[src/mam_pkg.sv]
`default_nettype none

package mam_pkg;

  ////////////////////////////////////////////////////////////////////////////
  // Word and request geometry
  ////////////////////////////////////////////////////////////////////////////

  localparam int DATA_WIDTH  = 16;                         // Debug word and memory word
  localparam int STRB_WIDTH  = DATA_WIDTH / 8;             // Byte strobes per word
  localparam int ADDR_WIDTH  = 32;                         // Word address, not byte address
  localparam int BEATS_WIDTH = 12;                         // Burst length field
  localparam int FIFO_DEPTH  = 4;                          // Request queue entries
  localparam int FIFO_PTR_W  = $clog2(FIFO_DEPTH);         // Queue pointer bits
  localparam int FIFO_CNT_W  = $clog2(FIFO_DEPTH + 1);     // Queue fill level bits

  ////////////////////////////////////////////////////////////////////////////
  // Command words
  ////////////////////////////////////////////////////////////////////////////

  // First word of every command
  typedef struct packed {
    logic                   we;     // 1 write, 0 read
    logic                   burst;  // Incrementing burst
    logic [STRB_WIDTH-1:0]  strb;   // Byte strobe, single access only
    logic [BEATS_WIDTH-1:0] beats;  // Burst length, 0 taken as 1
  } mam_hdr_t;

  // Same debug word, header or plain data depending on phase
  typedef union packed {
    mam_hdr_t              hdr;
    logic [DATA_WIDTH-1:0] raw;
  } mam_word_u;

  // Decoded request as queued for the block RAM interface
  typedef struct packed {
    logic                   we;
    logic                   burst;
    logic [STRB_WIDTH-1:0]  strb;   // All ones for bursts
    logic [BEATS_WIDTH-1:0] beats;  // Always at least 1
    logic [ADDR_WIDTH-1:0]  addr;   // Start word address
  } mam_req_t;

endpackage

`default_nettype wire
[src/mem_pkg.sv]
`default_nettype none

package mem_pkg;

  import mam_pkg::*;

  localparam int MEM_AW    = 8;             // Word address bits seen by the RAM
  localparam int MEM_DEPTH = 1 << MEM_AW;   // 256 words

  // One RAM access, valid while en is high
  typedef struct packed {
    logic                  en;
    logic                  we;
    logic [MEM_AW-1:0]     addr;
    logic [DATA_WIDTH-1:0] wdata;
    logic [STRB_WIDTH-1:0] be;   // Byte enables for writes
  } mem_req_t;

endpackage

`default_nettype wire

[src/mam_bram.sv]
`default_nettype none

module mam_bram
  import mam_pkg::*;
  import mem_pkg::*;
(
  input  logic                  clk_i,
  input  mem_req_t              mem_i,
  output logic [DATA_WIDTH-1:0] rdata_o
);

  logic [DATA_WIDTH-1:0] ram_q [MEM_DEPTH];  // Word array

  always_ff @(posedge clk_i) begin
    if (mem_i.en) begin
      if (mem_i.we) begin
        for (int b = 0; b < STRB_WIDTH; b++) begin
          if (mem_i.be[b]) begin
            ram_q[mem_i.addr][b*8 +: 8] <= mem_i.wdata[b*8 +: 8];  // Byte lane write
          end
        end
      end
      rdata_o <= ram_q[mem_i.addr];  // Registered read, old data on write
    end
  end

endmodule

`default_nettype wire

[config.mk]
export PLATFORM = sky130hd
export DESIGN_NAME = mam_bram
export DESIGN_NICKNAME = d
export VERILOG_FILES = /design/src/mam_pkg.sv /design/src/mem_pkg.sv /design/src/mam_bram.sv
export SDC_FILE = /design/constraint.sdc
export NUM_CORES = 2
export LEC_CHECK = 0
export BUFFER_PORTS_ARGS = -buffer_cell sky130_fd_sc_hd__buf_2
export CAP_MARGIN = 20
export CORE_MARGIN = 5
export CORE_UTILIZATION = 30
export DETAILED_ROUTE_END_ITERATION = 10
export HOLD_SLACK_MARGIN = 0.05
export PLACE_DENSITY = 0.5
export SYNTH_ARGS = -nofsm -noshare
export SYNTH_HDL_FRONTEND = slang
export SYNTH_SLANG_ARGS = --single-unit
[constraint.sdc]
create_clock -name clk_i -period 4.3 [get_ports clk_i]
set_input_delay 0.215 -clock clk_i [delete_from_list [all_inputs] [get_ports clk_i]]
set_output_delay 0.215 -clock clk_i [all_outputs]
set_load 0.01 [all_outputs]
==> flow_summary.json <==
{
  "status": "completed",
  "dieArea_sq_mm": 0.537,
  "antenna_found_initial": 19,
  "gr-total-overflow": 0,
  "clock_skew_ps": 44.6,
  "ioPinCount": 45,
  "drc": 0,
  "h-tree-depth": 5,
  "vias": 76300,
  "cts_resized": 0,
  "cp-endpoint": "rdata_o[14]",
  "crit_required_ps": 4940,
  "dr.pass1.iters": 7,
  "cp_max_fo": 70,
  "routedWlPerCell_um": 28.4,
  "die_y_um": 733,
  "synth_cells": 7036,
  "fillers": 47800,
  "ant_nets": 0,
  "setup_viol": 0,
  "fmax_mhz": 318,
  "pwr-share-comb_pct": 4.7,
  "coreArea_sq_mm": 0.521,
  "regArea_sq_mm": 0.123,
  "yosysWarningCount": 0,
  "cpMostUsedCell": "buf_12",
  "r2r-start": "ram_q[207][14]",
  "worst_pin_slew_ps": 1290,
  "startpoint_type": "primary input",
  "cts_buffers": 397,
  "io_buffers": 44,
  "tritoncts": "built",
  "cp_slowest_cell": "o41ai_1",
  "clockBufferDepth": 4,
  "synth-seq-cells": 4112,
  "maxSlewViolCount": 0,
  "clkLatencyLatePin_ps": 940,
  "areaGrowthSynthToFinish_pct": 16.9,
  "synth_largest_area_cell": "edfxtp_1",
  "synth-main-ff-cell": "edfxtp_1",
  "synth_cell_type_count": 21,
  "rows": 265,
  "multi_input_area_sq_mm": 0.0314,
  "start_util_pct": 30.1,
  "rsz0062_at_grt": "false",
  "path_depth": 8,
  "p_leak_nw": 55.8,
  "hold_violations": 0,
  "crit_buf_inv": 3,
  "ir_drop_mv": 0.331,
  "slew_headroom_pct": 13.7,
  "finalWeightedCongestion": 0.780,
  "seq_area_frac_synth_pct": 78.7,
  "setup_tns_ps": 0,
  "synth_area_leaders": "edfxtp_1 79%, mux4_2 15%, a22oi_1 2.5%",
  "netSwitchingFraction_pct": 21.3,
  "seq_power_share_pct": 53.4,
  "synth_edf_count": 4112,
  "r2r_cells": 6,
  "max_stage_delay_ps": 1000,
  "grt_max_degree": 149,
  "avgSynthCellArea_sq_um": 22.3,
  "r2r_slack_ps": 1280,
  "grt_pass1_vias": 78800,
  "crit_chain": "buf_12, buf_12, mux4_2, a22oi_1, a21oi_1, o41ai_1, buf_4, nand4_1",
  "post_synth_most_frequent_cells": "4112 x edfxtp_1, 1024 x mux4_2, 516 x nor2_1",
  "dp_hpwl_um": 257000,
  "p_clk_share_pct": 41.8,
  "wirelength_um": 427000,
  "hold_ws_ps": 242,
  "cp-startpoint": "mem_i[18]",
  "vias_per_cell": 5.07,
  "fp.dieW_um": 733,
  "nets": 7809,
  "cts_root_buf": "clkbuf_16",
  "hp-class": "in -> reg",
  "crit_path_end_kind": "register",
  "period_needed_ps": 3150,
  "syn_area_sq_mm": 0.157,
  "async_flop_share_pct": 0,
  "gr-usage-all-layers_pct": 15.5,
  "path_clk_slew_ps": 60,
  "yosys.area.top_type_share_pct": 78.7,
  "clkSinkCount": 4112,
  "drtIter0Drc": 7968,
  "powerDensity_mw_per_mm2": 451,
  "synth_fp_nets": 7065,
  "period_share_pct": 73.1,
  "switchingPower_w": 0.0176,
  "cap_violations": 0,
  "drive_gt1_share_pct": 30.0,
  "reg2reg_to": "rdata_o[14]",
  "worstPathArrival_ps": 3790,
  "critical-path-top-delay-family": "compound AO/OA/AOI/OAI gates",
  "grt_pass1_wl_um": 606000,
  "yosysMostFrequentCell": "edfxtp_1",
  "p_int_w": 0.0651,
  "path_class": "in -> reg"
}
==> metrics by stage <==
stage / utilization (%) / instance area, sq um / worst slack [ps] / std cells / power, W
6_report: 35.2 / 183000 / 1150 / 15000 / 0.0827
3_5_place_dp: 32.7 / 170000 / 39.4 / 14300 / 0.0490
4_1_cts: 35.2 / 183000 / 1050 / 15000 / 0.0835
3_3_place_gp: 32.7 / 170000 / -202 / 14300 / 0.0489
5_1_grt: 35.2 / 183000 / 962 / 15000 / 0.0853
2_1_floorplan: - / 157000 / 1870 / 7036 / 0.0469
==> registers in the layout, indices dropped and copies added, names as in the netlist <==
register	count
ram_q	4096
rdata_o	16
==> cells by family after synthesis <==
group | Yosys count | share of synthesized area (%)
AO/OA/AOI/OAI | 832 | 3.63
buffers and inverters | 456 | 1.37
flip-flops | 4112 | 78.7
multiplexers | 1024 | 14.7
AND/OR/NAND/NOR | 612 | 1.55
==> worst register-to-register path, stage by stage (launching register included) <==
cell and delay (ps):
edfxtp_1 380, mux4_2 490, a22oi_1 310, a21oi_1 230, o41ai_1 960, buf_4 300
nand4_1 90
==> cell type report <==
class | count | area share (%)
antenna | 10 | 0.0136
clock inverter | 250 | 1.33
multi-input combinational | 2468 | 17.1
clock buffer | 460 | 5.58
tap | 6942 | 4.74
timing repair buffer | 801 | 3.84
sequential | 4112 | 67.3
==> power groups by stage <==
stage / combinational [W] / clock, W / sequential [W]
global route: 0.00414 / 0.0370 / 0.0441
global placement: 0.00391 / 0 / 0.0450
floorplan: 0.00189 / 0 / 0.0450
finish: 0.00391 / 0.0346 / 0.0442
detailed placement: 0.00396 / 0 / 0.0450
CTS: 0.00399 / 0.0354 / 0.0442
==> how the worst min path moves through the flow <==
| stage | depth (start not counted) | start | slack, ps | end |
|---|---|---|---|---|
| after detailed placement | 1 | mem_i[16] | 690 | ram_q[19][14] |
| final | 5 | mem_i[25] | 240 | rdata_o[12] |
| after floorplan | 0 | mem_i[2] | 310 | ram_q[0][0] |
| after CTS | 5 | mem_i[25] | 140 | rdata_o[15] |
| after global routing | 5 | mem_i[25] | 200 | rdata_o[15] |
| after global placement | 1 | mem_i[16] | 680 | ram_q[18][14] |
==> cells in the final DEF (no fill, tap or decap), types with 24 or more instances in the layout <==
master and count:
a22oi_1 512, buf_2 28, o41ai_1 55, clkbuf_16 400, nor2_1 513, clkinv_1 84
a21oi_1 256, mux4_2 1024, clkinv_2 77, bufinv_16 42, nand4_1 24, buf_12 74
buf_4 665, clkbuf_1 60, edfxtp_1 4112
==> layer usage <==
metal | track usage, % | part of all wire, % | vias to the layer above
met4 | 3.58 | 2.3 | 2
met1 | 21.7 | 43 | 41600
met3 | 2.70 | 6.9 | 535
li1 | - | - | 31400
met2 | 25.2 | 48 | 2702
met5 | 0 | 0.0030 | -
==> repair_timing <==
action | in CTS | in global routing
setup buffers | 0 | 0
setup endpoints to repair | 0 | 0
hold endpoints to repair | 1627 | 0
hold buffers | 17 | 0
(Power assumes the default switching activity.)
