[config.mk]
export PLATFORM = sky130hd
export DESIGN_NAME = mam_req_fifo
export DESIGN_NICKNAME = d
export VERILOG_FILES = /design/src/mam_pkg.sv /design/src/mam_req_fifo.sv
export SDC_FILE = /design/constraint.sdc
export NUM_CORES = 1
export LEC_CHECK = 0
export BUFFER_PORTS_ARGS = -buffer_cell sky130_fd_sc_hd__buf_2
export CAP_MARGIN = 20
export CORE_UTILIZATION = 55
export CTS_CLUSTER_DIAMETER = 100
export CTS_CLUSTER_SIZE = 20
export DETAILED_ROUTE_END_ITERATION = 10
export PLACE_DENSITY = 0.83
export SKIP_LAST_GASP = 1
export SYNTH_ARGS = -nofsm -noshare
export SYNTH_HDL_FRONTEND = slang
export SYNTH_SLANG_ARGS = --single-unit
[constraint.sdc]
create_clock -name clk_i -period 3.1 [get_ports clk_i]
set_clock_uncertainty 0.1 [all_clocks]
set_input_delay 0.62 -clock clk_i [delete_from_list [all_inputs] [get_ports clk_i]]
set_output_delay 0.62 -clock clk_i [all_outputs]
set_load 0.05 [all_outputs]
[src/mam_pkg.sv]
`default_nettype none

package mam_pkg;

  ////////////////////////////////////////////////////////////////////////////
  // Word and request geometry
  ////////////////////////////////////////////////////////////////////////////

  localparam int DATA_WIDTH  = 16;                         // Debug word and memory word
  localparam int STRB_WIDTH  = DATA_WIDTH / 8;             // Byte strobes per word
  localparam int ADDR_WIDTH  = 32;                         // Word address, not byte address
  localparam int BEATS_WIDTH = 12;                         // Burst length field
  localparam int FIFO_DEPTH  = 4;                          // Request queue entries
  localparam int FIFO_PTR_W  = $clog2(FIFO_DEPTH);         // Queue pointer bits
  localparam int FIFO_CNT_W  = $clog2(FIFO_DEPTH + 1);     // Queue fill level bits

  ////////////////////////////////////////////////////////////////////////////
  // Command words
  ////////////////////////////////////////////////////////////////////////////

  // First word of every command
  typedef struct packed {
    logic                   we;     // 1 write, 0 read
    logic                   burst;  // Incrementing burst
    logic [STRB_WIDTH-1:0]  strb;   // Byte strobe, single access only
    logic [BEATS_WIDTH-1:0] beats;  // Burst length, 0 taken as 1
  } mam_hdr_t;

  // Same debug word, header or plain data depending on phase
  typedef union packed {
    mam_hdr_t              hdr;
    logic [DATA_WIDTH-1:0] raw;
  } mam_word_u;

  // Decoded request as queued for the block RAM interface
  typedef struct packed {
    logic                   we;
    logic                   burst;
    logic [STRB_WIDTH-1:0]  strb;   // All ones for bursts
    logic [BEATS_WIDTH-1:0] beats;  // Always at least 1
    logic [ADDR_WIDTH-1:0]  addr;   // Start word address
  } mam_req_t;

endpackage

`default_nettype wire
[src/mam_req_fifo.sv]
`default_nettype none

module mam_req_fifo
  import mam_pkg::*;
(
  input  logic     clk_i,
  input  logic     rst_i,
  input  logic     push_i,
  input  mam_req_t req_i,
  output logic     full_o,
  input  logic     pop_i,
  output mam_req_t req_o,
  output logic     valid_o
);

  mam_req_t               mem_q [FIFO_DEPTH];  // Entry storage
  logic [FIFO_PTR_W-1:0]  wr_ptr_q;
  logic [FIFO_PTR_W-1:0]  rd_ptr_q;
  logic [FIFO_CNT_W-1:0]  count_q;             // Fill level
  logic                   do_push;
  logic                   do_pop;

  assign full_o  = (count_q == FIFO_CNT_W'(FIFO_DEPTH));
  assign valid_o = (count_q != '0);
  assign req_o   = mem_q[rd_ptr_q];            // Head entry

  assign do_push = push_i & ~full_o;           // Push on full is dropped
  assign do_pop  = pop_i & valid_o;

  always_ff @(posedge clk_i) begin
    if (rst_i) begin
      wr_ptr_q <= '0;
      rd_ptr_q <= '0;
      count_q  <= '0;
    end else begin
      if (do_push) wr_ptr_q <= wr_ptr_q + 1'b1;  // Wraps at depth
      if (do_pop)  rd_ptr_q <= rd_ptr_q + 1'b1;
      case ({do_push, do_pop})
        2'b10:   count_q <= count_q + 1'b1;
        2'b01:   count_q <= count_q - 1'b1;
        default: ;                               // Both or neither
      endcase
    end
  end

  always_ff @(posedge clk_i) begin
    if (do_push) mem_q[wr_ptr_q] <= req_i;
  end

endmodule

`default_nettype wire

==> results.yml, run 1 <==
global_route:
  antenna_found_initial: 2
  grt_pass1_wl_um: 19100
  grt.total_usage_pct: 18.3
  grt_pass1_vias: 3561
  gr-total-overflow: 0
  grt_max_degree: 33
routing:
  routed_wl_um: 12100
  via_count: 3334
  vias_per_cell: 5.58
  detail_route.iter0.violations: 241
  drc: 0
  ant_nets: 0
  routedWlPerCell_um: 20.2
  drt_pass1_iterations: 4
logic_synthesis:
  syn_avg_cell_area_sq_um: 24.5
  yosys_warnings: 0
  synth_seq_cells: 201
  synthCells: 302
  synthDistinctLibCells: 23
  yosys.area.top_type_share_pct: 78.0
  yosys-top-cells-area: "edfxtp_1, mux4_2, dfxtp_1"
  synth.net_count: 360
  synth-seq-area-share_pct: 80.4
  syn_area_sq_um: 7390
  yosys.area.top_type: "edfxtp_1"
sta:
  slew_violations: 0
  hold_violations: 0
  setup_viol: 0
  finalWorstSetupSlack_ps: 320
  min_period_over_period_pct: 89.7
  slew_headroom_pct: 67.1
  final.setup.tns_ps: 0
  fmax_mhz: 360
  rsz0062_at_grt: "false"
  fin_crit_ps: 2780
  holdWs_ps: 273
  worstMarginPinSlew_ps: 487
floorplan:
  fp.dieH_um: 118
  row_count: 41
  die_x_um: 118
  dieArea_sq_um: 13900
  start_util_pct: 57.4
  ios: 102
  placeableCoreArea_sq_um: 12900
min_path:
  hp-class: "in -> reg"
  holdPathEnd: "mem_q[0][44]"
  min_from: "req_i[44]"
  holdPathStages: 1
finish:
  syn2layout_area_growth_pct: 16.0
  nets: 477
  layout-drive-gt1-share_pct: 43.2
  post-route-util_pct: 66.6
  fin_cells: 597
clocking:
  ctsResizeCount: 0
  hold_buffers: 0
  clk_pin_slew_ps: 80
  cts_buffer_depth: 3
  cts_buffers: 14
  cts_root_buf: "clkbuf_16"
  clock_latency_ps: 450
  post_cts_buffers: 0
  cts-htree-levels: 1
  cts_tree: "yes"
  cts.sinks: 201
placement:
  dpl.hpwl_um: 7720
  globalplace.congestion: 0.735
  placed_cells: 575
  numPortBuffers: 101
  pre_cts_ws_ps: 652
worst_setup_path:
  r2r_slack_ps: 710
  required_ps: 2380
  r2r-start: "count_q[2]"
  cpPeakStageDelay_ps: 570
  endpoint_kind: "output port"
  r2r_end: "count_q[2]"
  cp_slowest_cell: "mux4_2"
  r2r_cells: 9
  critPathKind: "reg -> out"
  path_cells: "buf_4 -> mux4_2 -> buf_2"
  worstPathArrival_ps: 2060
  cp_max_fo: 13
  start_kind: "flop"
power:
  power_frac_comb_pct: 32.9
  p_clk_share_pct: 22.7
  irDropWorstVdd_mv: 0.432
  p_switching_mw: 2.62
  internal_power_mw: 4.94
  cellLeakagePower_nw: 2.88
  p_sw_share_pct: 34.6
  seqPwrFrac_pct: 44.4
  power.density_nw_per_um2: 882
job:
  cap_violations: 0
run_status:
  status: "complete, no violations"
cells in the mapped netlist:
master	instances
o31a_1	1
xor2_1	3
edfxtp_1	192
buf_2	3
nand2b_1	2
mux2i_1	1
clkbuf_1	2
o21ai_0	2
ha_1	5
o311ai_0	1
xnor2_1	1
nor3b_2	1
buf_4	2
nor2_1	7
or3_1	3
and2_1	4
a21oi_1	3
dfxtp_1	9
inv_1	7
mux4_2	48
buf_1	1
buf_6	3
fa_1	1
how the worst max path moves through the flow:
stage                     slack (ps)         end
after floorplan                  380  count_q[2]
after global placement           770   req_o[10]
final                            320   req_o[10]
after detailed placement         650  count_q[2]
after global routing             200   req_o[10]
after CTS                        260   req_o[10]
registers in the layout (all words and copies together), names as in the netlist, named ones only:
name / count
count_q: 3
mem_q: 192
wr_ptr_q: 2
rd_ptr_q: 2
cell type report:
cell class	instances	area, sq um
diodes	1	2.50
clock buffers	20	394
clock inverters	1	20.0
fillers	836	4300
inverters	7	26.3
multi-input cells	83	1350
flip-flops and latches	201	5950
well taps	172	215
repair buffers	112	613
per-stage QoR:
step                      cell area [sq um]  total power [mW]
after floorplan                        7390              5.40
after global routing                   8570              7.86
after detailed placement               8160              5.95
final                                  8570              7.56
after CTS                              8570              7.65
after global placement                 8160              5.90
power by group through the flow:
stage	clock (mW)	sequential, mW	combinational (mW)
final	1.71	3.36	2.49
after global routing	1.86	3.39	2.62
after CTS	1.76	3.36	2.53
after floorplan	0	3.36	2.03
after global placement	0	3.40	2.49
after detailed placement	0	3.42	2.52
routing by layer:
layer  track usage, %  vias up  routed length [um]
li1                 -     1487                   -
met1             24.9     1707                5160
met2             30.4      120                5900
met3             4.31       18                 854
met4             4.33        2                 157
met5                0        -                  13
cell families (layout without fill, tap and decap cells):
logic type | count (synthesis) | count (layout) | synth area share, %
muxes | 49 | 49 | 14.8
DFF | 201 | 201 | 80.4
adders and majority gates | 6 | 6 | 1.12
AOI/OAI and AO/OA | 7 | 7 | 0.575
and+or+nand+nor | 17 | 17 | 1.29
other | 0 | 1 | 0
buffers and inverters | 18 | 140 | 1.37
xor gates and xnor gates | 4 | 4 | 0.474
layout by cell type, fill, tap and decap left out, types with 2 or more instances in the layout:
master / count
and2_2: 4
buf_4: 9
nand2b_1: 2
nor2_1: 7
xor2_1: 3
mux4_2: 48
inv_1: 7
buf_12: 2
or3_1: 3
clkbuf_1: 5
edfxtp_1: 192
dfxtp_1: 7
o21ai_0: 2
clkbuf_16: 15
buf_2: 101
ha_1: 5
a21oi_1: 3
worst max-delay path: cells and delay by family (launching register included):
| family | cells | cell delay [ps] |
|---|---|---|
| buf+inv | 2 | 550 |
| flops | 1 | 490 |
| mux | 1 | 570 |
Power figures use the tool's default switching activity.
==> inputs of run 2 (changes only) <==
--- a/constraint.sdc
+++ b/constraint.sdc
@@ -4,2 +4,2 @@
 set_output_delay 0.62 -clock clk_i [all_outputs]
-set_load 0.05 [all_outputs]
+set_load 0.1 [all_outputs]
==> run 2 against run 1 <==
Critical path depth did not move. Worst hold slack better by 8.8 ps. Via count unchanged. Setup slack worse by 80 ps. Global-route usage is 0.20 points higher. Core utilization rose by 0.39 points. Register-to-register slack better by 100 ps. Count of clock-buffer cells in the layout is 3 higher. Fmax decreased by 2.8%. Wire length rose by 3.1%. Highest routed layer unchanged.
==> results.yml, run 2 (synthesis results as in run 1) <==
run_status:
  status: "complete, no violations"
floorplan:
  dieArea_sq_um: 13900
  row_count: 41
  placeableCoreArea_sq_um: 12900
  start_util_pct: 57.4
  fp.dieH_um: 118
  die_x_um: 118
  ios: 102
clocking:
  cts_buffer_depth: 3
  clock_latency_ps: 440
  cts-htree-levels: 1
  hold_buffers: 0
  ctsResizeCount: 0
  cts_root_buf: "clkbuf_16"
  cts_tree: "yes"
  cts_buffers: 14
  clk_pin_slew_ps: 80
  cts.sinks: 201
  post_cts_buffers: 0
placement:
  numPortBuffers: 101
  pre_cts_ws_ps: 675
  dpl.hpwl_um: 8200
  globalplace.congestion: 0.723
routing:
  via_count: 3334
  drt_pass1_iterations: 4
  vias_per_cell: 5.59
  routed_wl_um: 12500
  detail_route.iter0.violations: 281
  routedWlPerCell_um: 20.9
  ant_nets: 0
  drc: 0
worst_setup_path:
  start_kind: "flop"
  required_ps: 2380
  critPathKind: "reg -> out"
  r2r-start: "count_q[2]"
  r2r_slack_ps: 810
  endpoint_kind: "output port"
  critPathCapture: "req_o[35]"
  cp_max_fo: 19
  worstPathArrival_ps: 2140
  r2r_cells: 9
  r2r_end: "count_q[2]"
finish:
  mostFrequentLayoutCell: "edfxtp_1"
  layout-drive-gt1-share_pct: 42.3
  post-route-util_pct: 67.0
  syn2layout_area_growth_pct: 16.6
  nets: 473
  reg_top3: "mem_q (192), count_q (3)"
  n_fill_cell: 827
  layout_common_cells: "edfxtp_1, buf_2, mux4_2, clkbuf_16, clkbuf_1"
  regMostFlops: "mem_q"
  largest_reg_flops: 192
sta:
  finalWorstSetupSlack_ps: 240
  worstMarginPinSlew_ps: 527
  fmax_mhz: 350
  setup_viol: 0
  hold_violations: 0
  rsz0062_at_grt: "false"
  final.setup.tns_ps: 0
  slew_headroom_pct: 65.1
  fin_crit_ps: 2860
  slew_violations: 0
  min_period_over_period_pct: 92.3
min_path:
  hp-class: "in -> reg"
global_route:
  grt.total_usage_pct: 18.5
  grt_max_degree: 41
  gr-total-overflow: 0
  grt_pass1_vias: 3596
  grt_pass1_wl_um: 19400
  antenna_found_initial: 2
job:
  cap_violations: 0
## run 2: critical path, stage by stage (launching register included)
cell and delay (ps):
dfxtp_4 570, buf_12 250, mux4_2 540, buf_2 310
## run 2: metal layers
| metal | part of all wire, % | vias up | GRT usage (%) |
|---|---|---|---|
| li1 | - | 1490 | - |
| met1 | 41 | 1726 | 24.3 |
| met2 | 52 | 97 | 31.7 |
| met3 | 5.4 | 19 | 4.36 |
| met4 | 1.4 | 2 | 4.25 |
| met5 | 0.13 | - | 0 |
## run 2: how the worst min path moves through the flow
stage               depth (start not counted)         from            to
global placement                            2  wr_ptr_q[1]   wr_ptr_q[1]
finish                                      1     req_i[3]   mem_q[3][3]
floorplan                                   2  wr_ptr_q[1]   wr_ptr_q[1]
detailed placement                          2  wr_ptr_q[0]   wr_ptr_q[0]
CTS                                         1     req_i[3]   mem_q[3][3]
global route                                1    req_i[30]  mem_q[0][30]
## run 2: metrics by stage
stage          std cells  hold slack, ps  cell area [sq um]
2_1_floorplan        302             382               7400
3_3_place_gp         571             392               8200
3_5_place_dp         571             428               8200
4_1_cts              595             269               8620
5_1_grt              595             265               8620
6_report             596             282               8620
## run 2: final cells by class
cell class / count / area, sq um / area share [%]
clock buffer: 23 / 405 / 4.70
sequential: 201 / 5950 / 69.0
multi-input combinational: 83 / 1360 / 15.7
antenna: 1 / 2.50 / 0.0290
timing repair buffer: 108 / 646 / 7.49
clock inverter: 1 / 20.0 / 0.232
tap: 172 / 215 / 2.50
inverter: 7 / 26.3 / 0.305
Power of run 2 is left out: the tool's default activity adds up to more than one toggle a clock period on the data nets, which glitch-free logic cannot reach.
