--- config.mk ---
export PLATFORM = sky130hd
export DESIGN_NAME = mam_bb_if
export DESIGN_NICKNAME = d
export VERILOG_FILES = /design/src/mam_pkg.sv /design/src/mem_pkg.sv /design/src/mam_bb_if.sv
export SDC_FILE = /design/constraint.sdc
export NUM_CORES = 1
export LEC_CHECK = 0
export BUFFER_PORTS_ARGS = -buffer_cell sky130_fd_sc_hd__buf_2
export CORE_ASPECT_RATIO = 1.25
export CORE_MARGIN = 2
export CORE_UTILIZATION = 41
export CTS_BUF_LIST = sky130_fd_sc_hd__clkbuf_4
export DETAILED_ROUTE_END_ITERATION = 12
export HOLD_SLACK_MARGIN = 0.15
export PLACE_DENSITY_LB_ADDON = 0.2
export SLEW_MARGIN = 5
export SYNTH_ARGS = -nofsm -noshare
export SYNTH_HDL_FRONTEND = slang
export SYNTH_SLANG_ARGS = --single-unit
--- constraint.sdc ---
create_clock -name clk_i -period 2 [get_ports clk_i]
set_clock_uncertainty 0.15 [all_clocks]
set_input_delay 0 -clock clk_i [delete_from_list [all_inputs] [get_ports clk_i]]
set_output_delay 0 -clock clk_i [all_outputs]
set_load 0.02 [all_outputs]
--- src/mam_pkg.sv ---
`default_nettype none

package mam_pkg;

  ////////////////////////////////////////////////////////////////////////////
  // Word and request geometry
  ////////////////////////////////////////////////////////////////////////////

  localparam int DATA_WIDTH  = 16;                         // Debug word and memory word
  localparam int STRB_WIDTH  = DATA_WIDTH / 8;             // Byte strobes per word
  localparam int ADDR_WIDTH  = 32;                         // Word address, not byte address
  localparam int BEATS_WIDTH = 12;                         // Burst length field
  localparam int FIFO_DEPTH  = 4;                          // Request queue entries
  localparam int FIFO_PTR_W  = $clog2(FIFO_DEPTH);         // Queue pointer bits
  localparam int FIFO_CNT_W  = $clog2(FIFO_DEPTH + 1);     // Queue fill level bits

  ////////////////////////////////////////////////////////////////////////////
  // Command words
  ////////////////////////////////////////////////////////////////////////////

  // First word of every command
  typedef struct packed {
    logic                   we;     // 1 write, 0 read
    logic                   burst;  // Incrementing burst
    logic [STRB_WIDTH-1:0]  strb;   // Byte strobe, single access only
    logic [BEATS_WIDTH-1:0] beats;  // Burst length, 0 taken as 1
  } mam_hdr_t;

  // Same debug word, header or plain data depending on phase
  typedef union packed {
    mam_hdr_t              hdr;
    logic [DATA_WIDTH-1:0] raw;
  } mam_word_u;

  // Decoded request as queued for the block RAM interface
  typedef struct packed {
    logic                   we;
    logic                   burst;
    logic [STRB_WIDTH-1:0]  strb;   // All ones for bursts
    logic [BEATS_WIDTH-1:0] beats;  // Always at least 1
    logic [ADDR_WIDTH-1:0]  addr;   // Start word address
  } mam_req_t;

endpackage

`default_nettype wire
--- src/mem_pkg.sv ---
`default_nettype none

package mem_pkg;

  import mam_pkg::*;

  localparam int MEM_AW    = 8;             // Word address bits seen by the RAM
  localparam int MEM_DEPTH = 1 << MEM_AW;   // 256 words

  // One RAM access, valid while en is high
  typedef struct packed {
    logic                  en;
    logic                  we;
    logic [MEM_AW-1:0]     addr;
    logic [DATA_WIDTH-1:0] wdata;
    logic [STRB_WIDTH-1:0] be;   // Byte enables for writes
  } mem_req_t;

endpackage

`default_nettype wire

--- src/mam_bb_if.sv ---
`default_nettype none

module mam_bb_if
  import mam_pkg::*;
  import mem_pkg::*;
(
  input  logic                  clk_i,
  input  logic                  rst_i,
  input  logic                  q_valid_i,
  input  mam_req_t              q_req_i,
  output logic                  q_pop_o,
  input  logic                  wr_valid_i,
  input  logic [DATA_WIDTH-1:0] wr_data_i,
  output logic                  wr_ready_o,
  output logic                  rd_valid_o,
  output logic [DATA_WIDTH-1:0] rd_data_o,
  input  logic                  rd_ready_i,
  output mem_req_t              mem_o,
  input  logic [DATA_WIDTH-1:0] mem_rdata_i
);

  typedef enum logic [2:0] {
    ST_IDLE,
    ST_WRITE_WAIT,    // Waiting for a data word
    ST_WRITE,         // RAM write strobe
    ST_READ,          // RAM read strobe
    ST_READ_CAPTURE,  // RAM output valid, register it
    ST_READ_WAIT      // Offer beat downstream
  } state_e;

  state_e                 state_q, state_d;
  logic [ADDR_WIDTH-1:0]  addr_q, addr_d;    // Current word address
  logic [BEATS_WIDTH-1:0] beats_q, beats_d;  // Beats left to issue
  logic [STRB_WIDTH-1:0]  strb_q, strb_d;
  logic [DATA_WIDTH-1:0]  din_q, din_d;      // Write data of current beat
  logic [DATA_WIDTH-1:0]  rdata_q, rdata_d;  // Captured read beat

  always_ff @(posedge clk_i) begin
    if (rst_i) begin
      state_q <= ST_IDLE;
    end else begin
      state_q <= state_d;
    end
    addr_q  <= addr_d;
    beats_q <= beats_d;
    strb_q  <= strb_d;
    din_q   <= din_d;
    rdata_q <= rdata_d;
  end

  ////////////////////////////////////////////////////////////////////////////
  // Next state and outputs
  ////////////////////////////////////////////////////////////////////////////

  always_comb begin
    state_d = state_q;
    addr_d  = addr_q;
    beats_d = beats_q;
    strb_d  = strb_q;
    din_d   = din_q;
    rdata_d = rdata_q;

    q_pop_o    = 1'b0;
    wr_ready_o = 1'b0;
    rd_valid_o = 1'b0;
    rd_data_o  = rdata_q;          // Held while waiting for ready

    mem_o.en    = 1'b0;
    mem_o.we    = 1'b0;
    mem_o.addr  = addr_q[MEM_AW-1:0];  // Upper bits dropped, wraps
    mem_o.wdata = din_q;
    mem_o.be    = strb_q;

    case (state_q)
      ST_IDLE: begin
        q_pop_o = q_valid_i;
        if (q_valid_i) begin
          addr_d  = q_req_i.addr;
          beats_d = q_req_i.beats;
          strb_d  = q_req_i.strb;
          state_d = q_req_i.we ? ST_WRITE_WAIT : ST_READ;
        end
      end
      ST_WRITE_WAIT: begin
        wr_ready_o = 1'b1;
        if (wr_valid_i) begin
          din_d   = wr_data_i;
          state_d = ST_WRITE;
        end
      end
      ST_WRITE: begin
        mem_o.en = 1'b1;
        mem_o.we = 1'b1;
        addr_d   = addr_q + 1'b1;   // Next word
        beats_d  = beats_q - 1'b1;
        state_d  = (beats_q == BEATS_WIDTH'(1)) ? ST_IDLE : ST_WRITE_WAIT;
      end
      ST_READ: begin
        mem_o.en = 1'b1;
        addr_d   = addr_q + 1'b1;
        beats_d  = beats_q - 1'b1;
        state_d  = ST_READ_CAPTURE;
      end
      ST_READ_CAPTURE: begin
        rdata_d = mem_rdata_i;      // RAM output one cycle after en
        state_d = ST_READ_WAIT;
      end
      ST_READ_WAIT: begin
        rd_valid_o = 1'b1;
        if (rd_ready_i) begin
          state_d = (beats_q == '0) ? ST_IDLE : ST_READ;  // Next beat only after take
        end
      end
      default: state_d = ST_IDLE;
    endcase
  end

endmodule

`default_nettype wire

==> reports/summary.md <==
The flow ran to the end, and the final reports show no timing, DRC or antenna violations. The required time of the critical path is 1.97 ns. The fraction of layout instances using a drive strength above 1 came out at 39.6%.

VDD sags by at most 0.435 mV. The area growth from synthesis to layout is 60.7%. The final critical path takes up 95.6% of the cycle. The run gives 0 as the remaining antenna violation count. The run gives 31 as the cell row count. With fillers left out, the area of the finished cells amounts to 3870 um2. Of all nets on the critical path, the largest fanout is 5. Routability-driven placement finished with a final weighted congestion of 0.759. The total overflow left after global routing is 0. The via-per-instance ratio was 4.87. Counting I/O delays and the setup requirement, the final critical path takes 1.91 ns.

The register bit count reported by yosys works out to 57. Leading cell type in the layout, fill and taps excluded: sky130_fd_sc_hd__buf_2. The die is 72.5 um wide. For this block, the initial DRC count from the detailed router was 100. After clock tree synthesis, the clock-pin slew on the worst setup and hold paths is 0.10 ns.

The average size of a mapped cell is 13.7 um2. Across the run, the number of max-cap violations was 0. The number of warnings reported in the yosys synthesis log is 0. The worst hold path belongs to the class input pin to flip-flop. Once layout is complete, the cells apart from fillers number 437. In this run the cell area of the synthesized design comes to 2410 um2. Summed over all nets, the half-perimeter wirelength after detailed placement is 3780 um. At the pin with the least slew margin, the transition time is 0.351 ns.

The number of detailed-route iterations in the first pass is 4, and the achievable frequency is 0.523 GHz. The run gives 0 as the number of antenna diodes. The library cells used most frequently in the layout, excluding fill and tap cells, are sky130_fd_sc_hd__buf_2 (106), sky130_fd_sc_hd__dlygate4sd3_1 (64), sky130_fd_sc_hd__edfxtp_1 (54).

The net count after synthesis was 265. For the via count of the first global-routing pass, the log shows 2166. The total via count in the routed design is 2129, and the total clock buffers created by CTS is 9. For this run, the total global-route usage over all layers was measured as 20.5%. The logs give 39 for the maximum number of pins on one net before global-route repair and 0 for the total count of max-transition violations in the final report.

Summing all multi-input logic gate instances after layout gives 699 um2. In this run the power density over the cells is 781 nW/um2. The run gives 421 as the filler cell count in the final layout.

Headroom to the max-slew limit came out at 76.6%. The longest clock path from root to sink contains 2 buffers. The region available for standard cell placement spans 5740 um2. The initial core utilization was 41.9%.

The placed instances occupy a cell area of 3110 um2. Setup repair after global routing left no endpoint under its margin. The startpoint kind of the worst setup timing path is a flip-flop.

The die boundary height is 89.7 um, and the number of H-tree branching levels is 3. The number of antenna violations at the first check in global routing came out at 0. In this run the count of I/O pins placed on the die edge is 132. STA classifies the critical path endpoint as a flip-flop. The run gives 1.88 ns as the signal arrival time at the worst endpoint.

The routed length per instance was 14.7 um. The first global-routing pass estimated 9920 um of wire. The number of failing hold endpoints at the final stage is 0, and the static leakage power is 1.65 nW. Cell chosen for the clock root: sky130_fd_sc_hd__clkbuf_4.

TritonCTS built the clock tree. For this run, the register share of the synthesized area comes to 69.9%. The cell count after placement is 357, and the TritonCTS sink count is 57. The tools report the full die area as 6500 um2. Synthesis produced 176 cells. The worst setup path is of the flip-flop to flip-flop kind. The clock reaches the later pin of the worst-skew pair after 0.38 ns. The total wirelength of the detailed-routed design is 6440 um. Summing all flip-flop and latch instances after layout gives 1680 um2. At the end of the flow, the number of nets in the layout was 455. The count of buffers inserted at the top-level ports is 106. The count of unique library cells instantiated by Yosys is 34, and the residual DRC count is 0. Total of endpoints with negative setup slack in the final report: 0.
## power breakdown
group	internal, mW	leakage [nW]	switching, mW
sequential	1.48	0.528	0.0957
clock	0.260	0.0619	0.413
combinational	0.358	1.06	0.415
## layer usage
layer  routed length, um  GRT usage [%]  part of all wire [%]
met3                 479           6.36                   7.4
met1                2530           22.3                    39
met5                   0              0                     0
met2                3320           37.4                    52
met4                 107           7.58                   1.7
## critical path: stages (launching register included)
cell and delay [ns]:
sky130_fd_sc_hd__edfxtp_1 0.46, sky130_fd_sc_hd__or4_4 0.62, sky130_fd_sc_hd__nor4_2 0.20, sky130_fd_sc_hd__xnor2_1 0.17
sky130_fd_sc_hd__o21ai_2 0.07
## logic make-up after synthesis
| family | count (synthesis) | share of synthesized area [%] |
|---|---|---|
| compound gates | 31 | 7.64 |
| xor+xnor | 15 | 5.46 |
| fa+ha+maj | 4 | 2.08 |
| buf+inv | 10 | 1.56 |
| flops | 57 | 69.9 |
| mux | 1 | 0.468 |
| simple gates | 58 | 12.9 |
## repair_timing
action | CTS | global route
setup buffers | 0 | 0
endpoints found under the hold margin | 75 | 0
hold buffers | 64 | 0
resized for setup | 1 | 1
endpoints found under the setup margin | 1 | 4
## stage by stage
step	hold WS, ns	setup WS (ns)	utilization (%)	total power [mW]	setup TNS (ns)
floorplan	-0.0776	0.0543	-	1.98	0
global placement	0.0259	0.0521	54.1	2.25	0
detailed placement	0.0283	-0.00727	54.1	2.26	-0.00727
CTS	0.150	0.0506	67.3	3.04	0
global route	0.153	0.0134	67.4	3.20	0
finish	0.187	0.0890	67.4	3.02	0
## layout make-up
cell class                      instances  share of cell area [%]
Multi-Input combinational cell        109                    18.1
Timing Repair Buffer                  184                    33.0
Sequential cell                        57                    43.5
Tap cell                               66                    2.13
Clock buffer                           10                    1.94
Inverter                                5                   0.485
Clock inverter                          6                   0.906
## state kept, by name, summed over array words and instances (netlist names)
name       cells
addr_q         8
din_q         16
strb_q         2
beats_q       12
state_q        3
rd_data_o     16
## final timing paths
kind	startpoint	slack [ns]	end	depth (start not counted)
hold reg to reg	state_q[2]	0.52	state_q[0]	3
setup / recovery	beats_q[0]	0.09	beats_q[7]	4
hold / removal	mem_rdata_i[13]	0.19	rd_data_o[13]	2
setup reg to reg	beats_q[0]	0.09	beats_q[7]	4
## synth_stat cells
cell type	n	share of area, %
sky130_fd_sc_hd__nand4_1	2	0.52
sky130_fd_sc_hd__a22oi_1	1	0.31
sky130_fd_sc_hd__nor3_1	3	0.62
sky130_fd_sc_hd__o21ai_2	3	1.1
sky130_fd_sc_hd__ha_1	4	2.1
sky130_fd_sc_hd__nor4_1	2	0.52
sky130_fd_sc_hd__nor2b_1	3	0.78
sky130_fd_sc_hd__and3_1	3	0.78
sky130_fd_sc_hd__nand3_1	4	0.83
sky130_fd_sc_hd__o41ai_1	1	0.36
sky130_fd_sc_hd__buf_1	1	0.16
sky130_fd_sc_hd__or2_2	1	0.26
sky130_fd_sc_hd__a21o_1	1	0.31
sky130_fd_sc_hd__a21oi_1	6	1.2
sky130_fd_sc_hd__nand2_1	25	3.9
sky130_fd_sc_hd__nor3b_2	1	0.52
sky130_fd_sc_hd__o31ai_1	1	0.31
sky130_fd_sc_hd__edfxtp_1	54	67
sky130_fd_sc_hd__xnor2_1	9	3.3
sky130_fd_sc_hd__xor2_1	6	2.2
sky130_fd_sc_hd__a31oi_1	1	0.26
sky130_fd_sc_hd__o21ai_1	1	0.21
sky130_fd_sc_hd__nor4b_4	1	0.99
sky130_fd_sc_hd__mux2_2	1	0.47
sky130_fd_sc_hd__nand2b_1	1	0.26
sky130_fd_sc_hd__and2_1	3	0.78
sky130_fd_sc_hd__a221o_1	1	0.42
sky130_fd_sc_hd__nor3b_1	1	0.31
sky130_fd_sc_hd__dfxtp_1	3	2.5
sky130_fd_sc_hd__inv_1	5	0.78
sky130_fd_sc_hd__or4_4	2	0.94
sky130_fd_sc_hd__o21ai_0	15	3.1
sky130_fd_sc_hd__clkbuf_1	4	0.62
sky130_fd_sc_hd__nor2_1	6	0.94
No activity file was read; power rests on OpenSTA's default activity.
