[src/mam_pkg.sv]
`default_nettype none

package mam_pkg;

  ////////////////////////////////////////////////////////////////////////////
  // Word and request geometry
  ////////////////////////////////////////////////////////////////////////////

  localparam int DATA_WIDTH  = 16;                         // Debug word and memory word
  localparam int STRB_WIDTH  = DATA_WIDTH / 8;             // Byte strobes per word
  localparam int ADDR_WIDTH  = 32;                         // Word address, not byte address
  localparam int BEATS_WIDTH = 12;                         // Burst length field
  localparam int FIFO_DEPTH  = 4;                          // Request queue entries
  localparam int FIFO_PTR_W  = $clog2(FIFO_DEPTH);         // Queue pointer bits
  localparam int FIFO_CNT_W  = $clog2(FIFO_DEPTH + 1);     // Queue fill level bits

  ////////////////////////////////////////////////////////////////////////////
  // Command words
  ////////////////////////////////////////////////////////////////////////////

  // First word of every command
  typedef struct packed {
    logic                   we;     // 1 write, 0 read
    logic                   burst;  // Incrementing burst
    logic [STRB_WIDTH-1:0]  strb;   // Byte strobe, single access only
    logic [BEATS_WIDTH-1:0] beats;  // Burst length, 0 taken as 1
  } mam_hdr_t;

  // Same debug word, header or plain data depending on phase
  typedef union packed {
    mam_hdr_t              hdr;
    logic [DATA_WIDTH-1:0] raw;
  } mam_word_u;

  // Decoded request as queued for the block RAM interface
  typedef struct packed {
    logic                   we;
    logic                   burst;
    logic [STRB_WIDTH-1:0]  strb;   // All ones for bursts
    logic [BEATS_WIDTH-1:0] beats;  // Always at least 1
    logic [ADDR_WIDTH-1:0]  addr;   // Start word address
  } mam_req_t;

endpackage

`default_nettype wire
[src/mam_cmd_decoder.sv]
`default_nettype none

module mam_cmd_decoder
  import mam_pkg::*;
(
  input  logic                  clk_i,
  input  logic                  rst_i,
  input  logic                  dbg_valid_i,
  input  mam_word_u             dbg_word_i,
  output logic                  dbg_ready_o,
  output logic                  req_valid_o,
  output mam_req_t              req_o,
  input  logic                  req_ready_i,
  output logic                  wr_valid_o,
  output logic [DATA_WIDTH-1:0] wr_data_o,
  input  logic                  wr_ready_i
);

  typedef enum logic [2:0] {
    PH_HDR,      // Waiting for header word
    PH_ADDR_HI,  // Upper address half
    PH_ADDR_LO,  // Lower address half
    PH_PUSH,     // Request offered to queue
    PH_DATA      // Forwarding write data
  } phase_e;

  phase_e                 phase_q;
  logic                   run_q;      // Low for the first cycle after reset
  mam_req_t               req_q;
  logic [BEATS_WIDTH-1:0] cnt_q;      // Data words still to accept
  logic                   wr_valid_q;
  logic [DATA_WIDTH-1:0]  wr_data_q;
  logic                   dbg_take;
  logic                   wr_take;
  logic [BEATS_WIDTH-1:0] hdr_beats;

  assign dbg_take = dbg_valid_i & dbg_ready_o;
  assign wr_take  = wr_valid_q & wr_ready_i;

  // Single access or zero length means one beat
  assign hdr_beats = (!dbg_word_i.hdr.burst || dbg_word_i.hdr.beats == '0) ?
                     BEATS_WIDTH'(1) : dbg_word_i.hdr.beats;

  always_comb begin
    case (phase_q)
      PH_HDR, PH_ADDR_HI, PH_ADDR_LO: dbg_ready_o = run_q;
      PH_DATA: dbg_ready_o = (cnt_q != '0) && (!wr_valid_q || wr_ready_i);  // Slot free soon
      default: dbg_ready_o = 1'b0;                                          // Stall while pushing
    endcase
  end

  assign req_valid_o = (phase_q == PH_PUSH);
  assign req_o       = req_q;
  assign wr_valid_o  = wr_valid_q;
  assign wr_data_o   = wr_data_q;

  ////////////////////////////////////////////////////////////////////////////
  // Phase control
  ////////////////////////////////////////////////////////////////////////////

  always_ff @(posedge clk_i) begin
    if (rst_i) begin
      phase_q    <= PH_HDR;
      run_q      <= 1'b0;
      wr_valid_q <= 1'b0;
      cnt_q      <= '0;
    end else begin
      run_q <= 1'b1;
      case (phase_q)
        PH_HDR:     if (dbg_take) phase_q <= PH_ADDR_HI;
        PH_ADDR_HI: if (dbg_take) phase_q <= PH_ADDR_LO;
        PH_ADDR_LO: if (dbg_take) phase_q <= PH_PUSH;
        PH_PUSH: begin
          if (req_ready_i) begin                      // Queue took it
            cnt_q   <= req_q.beats;
            phase_q <= req_q.we ? PH_DATA : PH_HDR;   // Reads carry no data
          end
        end
        PH_DATA: begin
          if (dbg_take) begin
            wr_valid_q <= 1'b1;                       // Refill, maybe same cycle as take
            cnt_q      <= cnt_q - 1'b1;
          end else if (wr_take) begin
            wr_valid_q <= 1'b0;
          end
          if (cnt_q == '0 && wr_take) phase_q <= PH_HDR;  // Last word handed over
        end
        default: phase_q <= PH_HDR;
      endcase
    end
  end

  ////////////////////////////////////////////////////////////////////////////
  // Request and data capture
  ////////////////////////////////////////////////////////////////////////////

  always_ff @(posedge clk_i) begin
    if (dbg_take) begin
      case (phase_q)
        PH_HDR: begin
          req_q.we    <= dbg_word_i.hdr.we;
          req_q.burst <= dbg_word_i.hdr.burst;
          req_q.strb  <= dbg_word_i.hdr.burst ? '1 : dbg_word_i.hdr.strb;  // Bursts write whole words
          req_q.beats <= hdr_beats;
        end
        PH_ADDR_HI: req_q.addr[ADDR_WIDTH-1:DATA_WIDTH] <= dbg_word_i.raw;
        PH_ADDR_LO: req_q.addr[DATA_WIDTH-1:0]          <= dbg_word_i.raw;
        PH_DATA:    wr_data_q                           <= dbg_word_i.raw;
        default: ;
      endcase
    end
  end

endmodule

`default_nettype wire

[config.mk]
export PLATFORM = sky130hd
export DESIGN_NAME = mam_cmd_decoder
export DESIGN_NICKNAME = d
export VERILOG_FILES = /design/src/mam_pkg.sv /design/src/mam_cmd_decoder.sv
export SDC_FILE = /design/constraint.sdc
export NUM_CORES = 1
export LEC_CHECK = 0
export BUFFER_PORTS_ARGS = -buffer_cell sky130_fd_sc_hd__buf_4
export CAP_MARGIN = 20
export CORE_UTILIZATION = 50
export DETAILED_ROUTE_END_ITERATION = 16
export HOLD_SLACK_MARGIN = 0.03
export PLACE_DENSITY_LB_ADDON = 0.1
export SYNTH_ARGS = -nofsm -noshare
export SYNTH_HDL_FRONTEND = slang
export SYNTH_SLANG_ARGS = --single-unit
[constraint.sdc]
create_clock -name clk_i -period 2.7 [get_ports clk_i]
set_input_delay 0.27 -clock clk_i [delete_from_list [all_inputs] [get_ports clk_i]]
set_output_delay 0.27 -clock clk_i [all_outputs]
set_load 0.005 [all_outputs]
==> impl_metrics.env, run 1 <==
export IMPL_gr_usage_met3_pct=7.56
export IMPL_grt_pass1_wl_mm=11.0
export IMPL_die_width_um=82.0
export IMPL_syn_avg_cell_area_um2=13.9
export IMPL_start_util_pct=52.8
export IMPL_first_global_vias=2159
export IMPL_critPathBufInv=2
export IMPL_cts_hold_buffers=0
export IMPL_grt_use_met1_pct=30.4
export IMPL_ys_flop_type="edfxtp_1"
export IMPL_drtIter0Drc=107
export IMPL_core_mm2=0.00606
export IMPL_endpoint_kind="output pin"
export IMPL_dpl_hpwl_mm=5.15
export IMPL_synthSimpleGateAreaFrac_pct=15.2
export IMPL_regArea_mm2=0.00226
export IMPL_finalCritPeriodShare_pct=92.0
export IMPL_dieArea_mm2=0.00673
export IMPL_drc_errors=0
export IMPL_yosysUniqueCellTypes=51
export IMPL_crit_chain="inv_1 > ha_1 > nor3b_2 > and4_1 > nor3_1 > nor2_1 > a21oi_1 > buf_4"
export IMPL_path_delay_family="simple AND/OR/NAND/NOR gates"
export IMPL_fillers=456
export IMPL_crit_fanout=7
export IMPL_cp_required_ns=2.43
export IMPL_portBuffers=87
export IMPL_wire_per_inst_um=17.9
export IMPL_synth_top_family_by_area="simple AND/OR/NAND/NOR gates"
export IMPL_clock_latency_ns=0.33
export IMPL_slew_violations=0
export IMPL_syn_area_mm2=0.00320
export IMPL_n_antenna_cell=0
export IMPL_r2r_cells=8
export IMPL_clockBufferDepth=2
export IMPL_ant_nets=0
export IMPL_grt_ovfl_total=0
export IMPL_clock_sinks=81
export IMPL_ys_seq_area_share_pct=70.7
export IMPL_muxShareOfSynthArea_pct=0.313
export IMPL_cp_slowest_cell="and4_1"
export IMPL_htreeDepth=3
export IMPL_synthAdderAreaFrac_pct=0.391
export IMPL_ys_ff_latch=81
export IMPL_nets=346
export IMPL_multi_input_area_um2=858
export IMPL_cts_setup_buffers=0
export IMPL_hold_ws_ns=0.128
export IMPL_dieHeight_um=82.0
export IMPL_p_per_area_mw_per_mm2=603
export IMPL_arrival_ns=2.21
export IMPL_root_buffer="clkbuf_8"
export IMPL_crit_type="flip-flop to output pin"
export IMPL_placementRows=28
export IMPL_startpoint_type="flip-flop"
export IMPL_maxCapViolations=0
export IMPL_layout_min_cycle_time_ns=2.48
export IMPL_cts_tree="built"
export IMPL_regToRegStartpoint="cnt_q[0]$_SDFFE_PP0P_"
export IMPL_status="complete, no violations"
export IMPL_skew_ns=0.0127
export IMPL_final_hold_viol_count=0
export IMPL_antenna_found_initial=0
export IMPL_syn_to_final_growth_pct=30.2
export IMPL_r2r_end="cnt_q[7]$_SDFFE_PP0P_"
export IMPL_r2r_slack_ns=0.34
export IMPL_vias=2196
export IMPL_max_vdd_ir_drop_v=0.000482
export IMPL_grt_usage_pct=23.3
export IMPL_worstHoldStart="dbg_word_i[12]"
export IMPL_synth_compound_gate_area_share_pct=10.7
export IMPL_fin_setup_tns_ns=0
export IMPL_syn_nets=252
export IMPL_grt_max_degree=20
export IMPL_p_leak_nw=1.57
export IMPL_cpPeakStageDelay_ns=0.47
export IMPL_dr_pass1_iters=4
export IMPL_cts_reportedPaths_clkPinSlew_ns=0.08
export IMPL_synth_async_sr_flop_share_pct=0
export IMPL_drive_gt1_share_pct=38.0
export IMPL_cts_buffers=9
export IMPL_gr_usage_met2_pct=36.0
export IMPL_hold_end="req_o[28]$_DFFE_PP_"
export IMPL_rsz0062_at_grt="no"
export IMPL_synth_edff_count=64
export IMPL_via_per_inst=5.44
export IMPL_top_usage_layer="met2"
export IMPL_synth_xor_area_share_pct=0
export IMPL_routabilityCongestion=0.886
export IMPL_hold_depth=1
export IMPL_wl_mm=7.22
export IMPL_max_clock_freq_ghz=0.403
export IMPL_maxSlewHeadroom_pct=60.8
export IMPL_finalSetupViolCount=0
export IMPL_netlist_instances=230
export IMPL_ys_warn_count=0
export IMPL_cts_resized_gates=0
export IMPL_tightest_slew_ns=0.588
export IMPL_holdCritPathClass="input pin to flip-flop"
export IMPL_pin_count=88
-- worst register-to-register path, cell delays in order, from the launching register on --
cell and delay, ns:
dfxtp_1 0.36, inv_1 0.10, ha_1 0.20, nor3b_2 0.39, and4_1 0.47, or2_4 0.22
inv_2 0.18, a32oi_1 0.26, a21oi_1 0.08
-- area by class of cell --
cell class                      instances  share of cell area (%)
Clock buffer                           12                    3.24
Clock inverter                          4                    2.28
Inverter                                7                   0.630
Multi-Input combinational cell        132                    20.6
Sequential cell                        81                    54.3
Tap cell                               75                    2.25
Timing Repair Buffer                   93                    16.7
-- cells by family (layout without fill, tap and decap cells) --
group / Yosys count / in the layout
DFF: 81 / 81
buffers and inverters: 17 / 116
adders and majority gates: 1 / 1
muxes: 1 / 1
AOI/OAI and AO/OA: 49 / 49
and+or+nand+nor: 81 / 81
-- layer usage --
layer / share of wire (%) / vias up
met2: 50 / 63
met5: 0 / -
li1: - / 1067
met1: 43 / 1062
met4: 1.1 / 0
met3: 5.8 / 4
-- flip-flops by register name, summed over array words and instances, names as in the netlist --
name / flops
wr_data_o: 16
run_q: 1
cnt_q: 12
phase_q: 3
wr_valid_o: 1
req_o: 48
-- placed cells by master (no fill, tap or decap), drive strengths merged, types with 2 or more instances in the layout --
| master | netlist | final |
|---|---|---|
| buf | 6 | 93 |
| edfxtp | 64 | 64 |
| nand2 | 17 | 17 |
| dfxtp | 17 | 17 |
| a21oi | 15 | 15 |
| clkbuf | 4 | 12 |
| and2 | 11 | 11 |
| o21ai | 11 | 11 |
| nor2 | 10 | 10 |
| nor3 | 10 | 10 |
| inv | 7 | 7 |
| nor4 | 6 | 6 |
| nand3 | 5 | 5 |
| o211ai | 4 | 4 |
| or2 | 4 | 4 |
| nor3b | 4 | 4 |
| a211oi | 4 | 4 |
| nor2b | 3 | 3 |
| bufinv | 0 | 3 |
| and4 | 2 | 2 |
| and3 | 2 | 2 |
| a32oi | 2 | 2 |
| a22oi | 2 | 2 |
| nand3b | 2 | 2 |
| o31ai | 2 | 2 |
-- through the flow --
step           util (%)  instances  power [mW]  cell area (um^2)  worst slack, ns
6_report           68.8        404        2.52              4170            0.216
5_1_grt            68.8        404        2.60              4170           0.0330
4_1_cts            68.8        404        2.54              4170            0.204
3_3_place_gp       65.0        388        1.53              3940            0.446
2_1_floorplan         -        230        1.45              3200            0.435
3_5_place_dp       65.0        388        1.53              3940            0.352
-- synth_stat cells, drive strengths merged (3+ instances only) --
library cell  number  area (um^2)
edfxtp            64         1920
dfxtp             17          340
nand2             17         63.8
a21oi             15         75.1
and2              11         68.8
o21ai             11         70.1
nor2              10         37.5
nor3              10         50.1
inv                7         26.3
buf                6         45.0
nor4               6         56.3
nand3              5         30.0
a211oi             4         40.0
clkbuf             4         15.0
nor3b              4         40.0
o211ai             4         30.0
or2                4         27.5
nor2b              3         18.8
-- power by group --
group	leakage (nW)	switching (mW)	total [mW]	internal, mW
sequential	0.720	0.0148	1.38	1.37
clock	0.115	0.401	1.02	0.615
combinational	0.733	0.0608	0.118	0.0573
total	1.57	0.477	2.52	2.04
-- how the worst max path moves through the flow --
stage                       startpoint                      end  slack, ns  cells after the start
4_1_cts          cnt_q[0]$_SDFFE_PP0P_              dbg_ready_o       0.20                      8
6_report         cnt_q[0]$_SDFFE_PP0P_              dbg_ready_o       0.22                      8
5_1_grt          cnt_q[0]$_SDFFE_PP0P_              dbg_ready_o       0.03                      8
3_3_place_gp     cnt_q[0]$_SDFFE_PP0P_    cnt_q[7]$_SDFFE_PP0P_       0.45                      8
3_5_place_dp     cnt_q[0]$_SDFFE_PP0P_    cnt_q[7]$_SDFFE_PP0P_       0.35                      8
2_1_floorplan  phase_q[2]$_SDFFE_PP0P_  req_o[32]$_SDFFCE_PP1P_       0.44                      3
No activity file was read; power rests on OpenSTA's default activity.
==> inputs of run 2 (changes only) <==
--- a/config.mk
+++ b/config.mk
@@ -5,6 +5,7 @@
 export SDC_FILE = /design/constraint.sdc
 export NUM_CORES = 1
 export LEC_CHECK = 0
+export ABC_AREA = 1
 export BUFFER_PORTS_ARGS = -buffer_cell sky130_fd_sc_hd__buf_4
 export CAP_MARGIN = 20
 export CORE_UTILIZATION = 50
==> run 2 against run 1 <==
Net effect: clock skew down 0.00068 ns; core utilization down 2.3 points; cell count up 17%; clock power down 12%; critical path type is now flip-flop to flip-flop; largest power group unchanged.
==> impl_metrics.env, run 2 <==
export IMPL_vias=2340
export IMPL_maxCapViolations=0
export IMPL_syn_avg_cell_area_um2=11.2
export IMPL_portBuffers=87
export IMPL_max_clock_freq_ghz=0.485
export IMPL_placementRows=29
export IMPL_routabilityCongestion=0.834
export IMPL_drc_errors=0
export IMPL_maxSlewHeadroom_pct=53.2
export IMPL_placed_cells=457
export IMPL_p_per_area_mw_per_mm2=735
export IMPL_synth_edff_count=64
export IMPL_grt_usage_pct=21.3
export IMPL_crit_type="flip-flop to flip-flop"
export IMPL_dieArea_mm2=0.00688
export IMPL_die_width_um=82.9
export IMPL_dieHeight_um=82.9
export IMPL_power_total_mw=3.10
export IMPL_start_util_pct=51.6
export IMPL_grt_pass1_wl_mm=11.1
export IMPL_holdCritPathClass="input pin to flip-flop"
export IMPL_drtIter0Drc=63
export IMPL_max_vdd_ir_drop_v=0.000522
export IMPL_clock_latency_ns=0.36
export IMPL_via_per_inst=4.95
export IMPL_pin_count=88
export IMPL_dr_pass1_iters=6
export IMPL_cp_required_ns=2.69
export IMPL_n_antenna_cell=0
export IMPL_synth_common_cells="edfxtp_1, nand2_1, nor2_1, inv_1, dfxtp_1"
export IMPL_endpoint_kind="flip-flop"
export IMPL_layout_min_cycle_time_ns=2.06
export IMPL_ys_ff_latch=81
export IMPL_largest_register_ffs=48
export IMPL_synth_most_common_cell="edfxtp_1"
export IMPL_wl_mm=7.08
export IMPL_ys_flop_type="edfxtp_1"
export IMPL_syn_area_mm2=0.00327
export IMPL_clockBufferDepth=2
export IMPL_root_buffer="clkbuf_8"
export IMPL_cts_hold_buffers=0
export IMPL_wire_per_inst_um=15.0
export IMPL_cts_reportedPaths_clkPinSlew_ns=0.09
export IMPL_ant_nets=0
export IMPL_finalSetupViolCount=0
export IMPL_nets=413
export IMPL_tightest_slew_ns=0.701
export IMPL_cts_resized_gates=0
export IMPL_syn_to_final_growth_pct=29.0
export IMPL_cts_setup_buffers=0
export IMPL_synth_async_sr_flop_share_pct=0
export IMPL_yosys_area_top_type="edfxtp_1"
export IMPL_fin_setup_tns_ns=0
export IMPL_synthTopCellsByArea="edfxtp_1, dfxtp_1, nand2_1, nor2_1, inv_1"
export IMPL_final_cell_mix="buf_4, edfxtp_1, nand2_1"
export IMPL_final_hold_viol_count=0
export IMPL_layout_commonest_cell="buf_4"
export IMPL_skew_ns=0.0121
export IMPL_drive_gt1_share_pct=32.3
export IMPL_cts_buffers=9
export IMPL_rsz0062_at_grt="no"
export IMPL_netlist_area_leader_share_pct=58.7
export IMPL_first_global_vias=2281
export IMPL_antenna_found_initial=0
export IMPL_core_mm2=0.00635
export IMPL_grt_ovfl_total=0
export IMPL_netlist_instances=293
export IMPL_finalCritPeriodShare_pct=76.3
export IMPL_p_leak_nw=1.83
export IMPL_arrival_ns=2.05
export IMPL_ys_seq_area_share_pct=69.1
export IMPL_crit_fanout=16
export IMPL_startpoint_type="flip-flop"
export IMPL_yosysUniqueCellTypes=30
export IMPL_grt_max_degree=20
export IMPL_syn_nets=315
export IMPL_ys_warn_count=0
export IMPL_finalNonFillerCells=473
export IMPL_slew_violations=0
export IMPL_dpl_hpwl_mm=5.18
export IMPL_cts_tree="built"
export IMPL_status="complete, no violations"
export IMPL_htreeDepth=3
export IMPL_clock_sinks=81
[run 2: changes by cell type after synthesis, sizes merged, moves of 3 or more]
cell / delta
nor2: +46
nand2: +43
inv: +25
and2: -11
nand3: +11
nor3: -7
a211oi: -4
nor3b: -4
nor4: -4
o211ai: -4
nor2b: -3
o21ai: -3
[run 2: kinds of logic after synthesis]
family          count (synthesis)  synth area share, %
xor+xnor                        2                0.535
compound gates                 25                 4.20
buf+inv                        38                 5.08
flops                          81                 69.1
fa+ha+maj                       1                0.382
simple gates                  144                 20.1
mux                             2                0.611
[run 2: final cells by class]
cell class / count / area [um^2]
Multi-Input combinational cell: 174 / 846
Sequential cell: 81 / 2260
Clock inverter: 7 / 76.3
Fill cell: 493 / 2130
Tap cell: 77 / 96.3
Inverter: 32 / 120
Clock buffer: 9 / 124
Timing Repair Buffer: 93 / 698
[run 2: worst paths after layout]
path                           start                       to  slack (ns)  cells past startpoint
max            cnt_q[0]$_SDFFE_PP0P_   wr_data_o[0]$_DFFE_PP_        0.64                      9
min                            rst_i  wr_valid_o$_SDFFE_PP0P_         0.1                      2
max reg2reg    cnt_q[0]$_SDFFE_PP0P_   wr_data_o[0]$_DFFE_PP_        0.64                      9
min reg2reg  phase_q[0]$_SDFFE_PP0P_  phase_q[0]$_SDFFE_PP0P_        0.49                      2
[run 2: power breakdown]
group | internal, mW | leakage (nW) | switching (mW) | total, mW
Clock | 0.433 | 0.0962 | 0.461 | 0.895
Sequential | 1.46 | 0.719 | 0.0645 | 1.52
Combinational | 0.281 | 1.02 | 0.404 | 0.685
[run 2: layer usage]
metal / vias to the layer above / wire length, um / share of wire [%] / track usage, %
li1: 1171 / - / - / -
met1: 1096 / 2990 / 42 / 26.2
met2: 65 / 3530 / 50 / 35.1
met3: 8 / 453 / 6.4 / 6.56
met4: 0 / 102 / 1.4 / 8.46
met5: - / 0 / 0 / 0
[run 2: stage by stage]
| step | util, % | area [um^2] | hold slack [ns] | setup slack (ns) |
|---|---|---|---|---|
| floorplan | - | 3270 | 0.339 | 0.525 |
| global placement | 63.3 | 4020 | 0.471 | 0.677 |
| detailed placement | 63.3 | 4020 | 0.471 | 0.621 |
| CTS | 66.5 | 4220 | 0.0850 | 0.605 |
| global route | 66.5 | 4220 | 0.0847 | 0.500 |
| finish | 66.5 | 4220 | 0.0979 | 0.639 |
[run 2: critical path: stages (launching register included)]
cell     delay, ns
dfxtp_1       0.36
inv_1         0.08
ha_1          0.27
nand2_2       0.13
nor2_4        0.05
nand2_1       0.06
nand2_2       0.06
nand2_4       0.08
nand3_4       0.08
inv_1         0.53
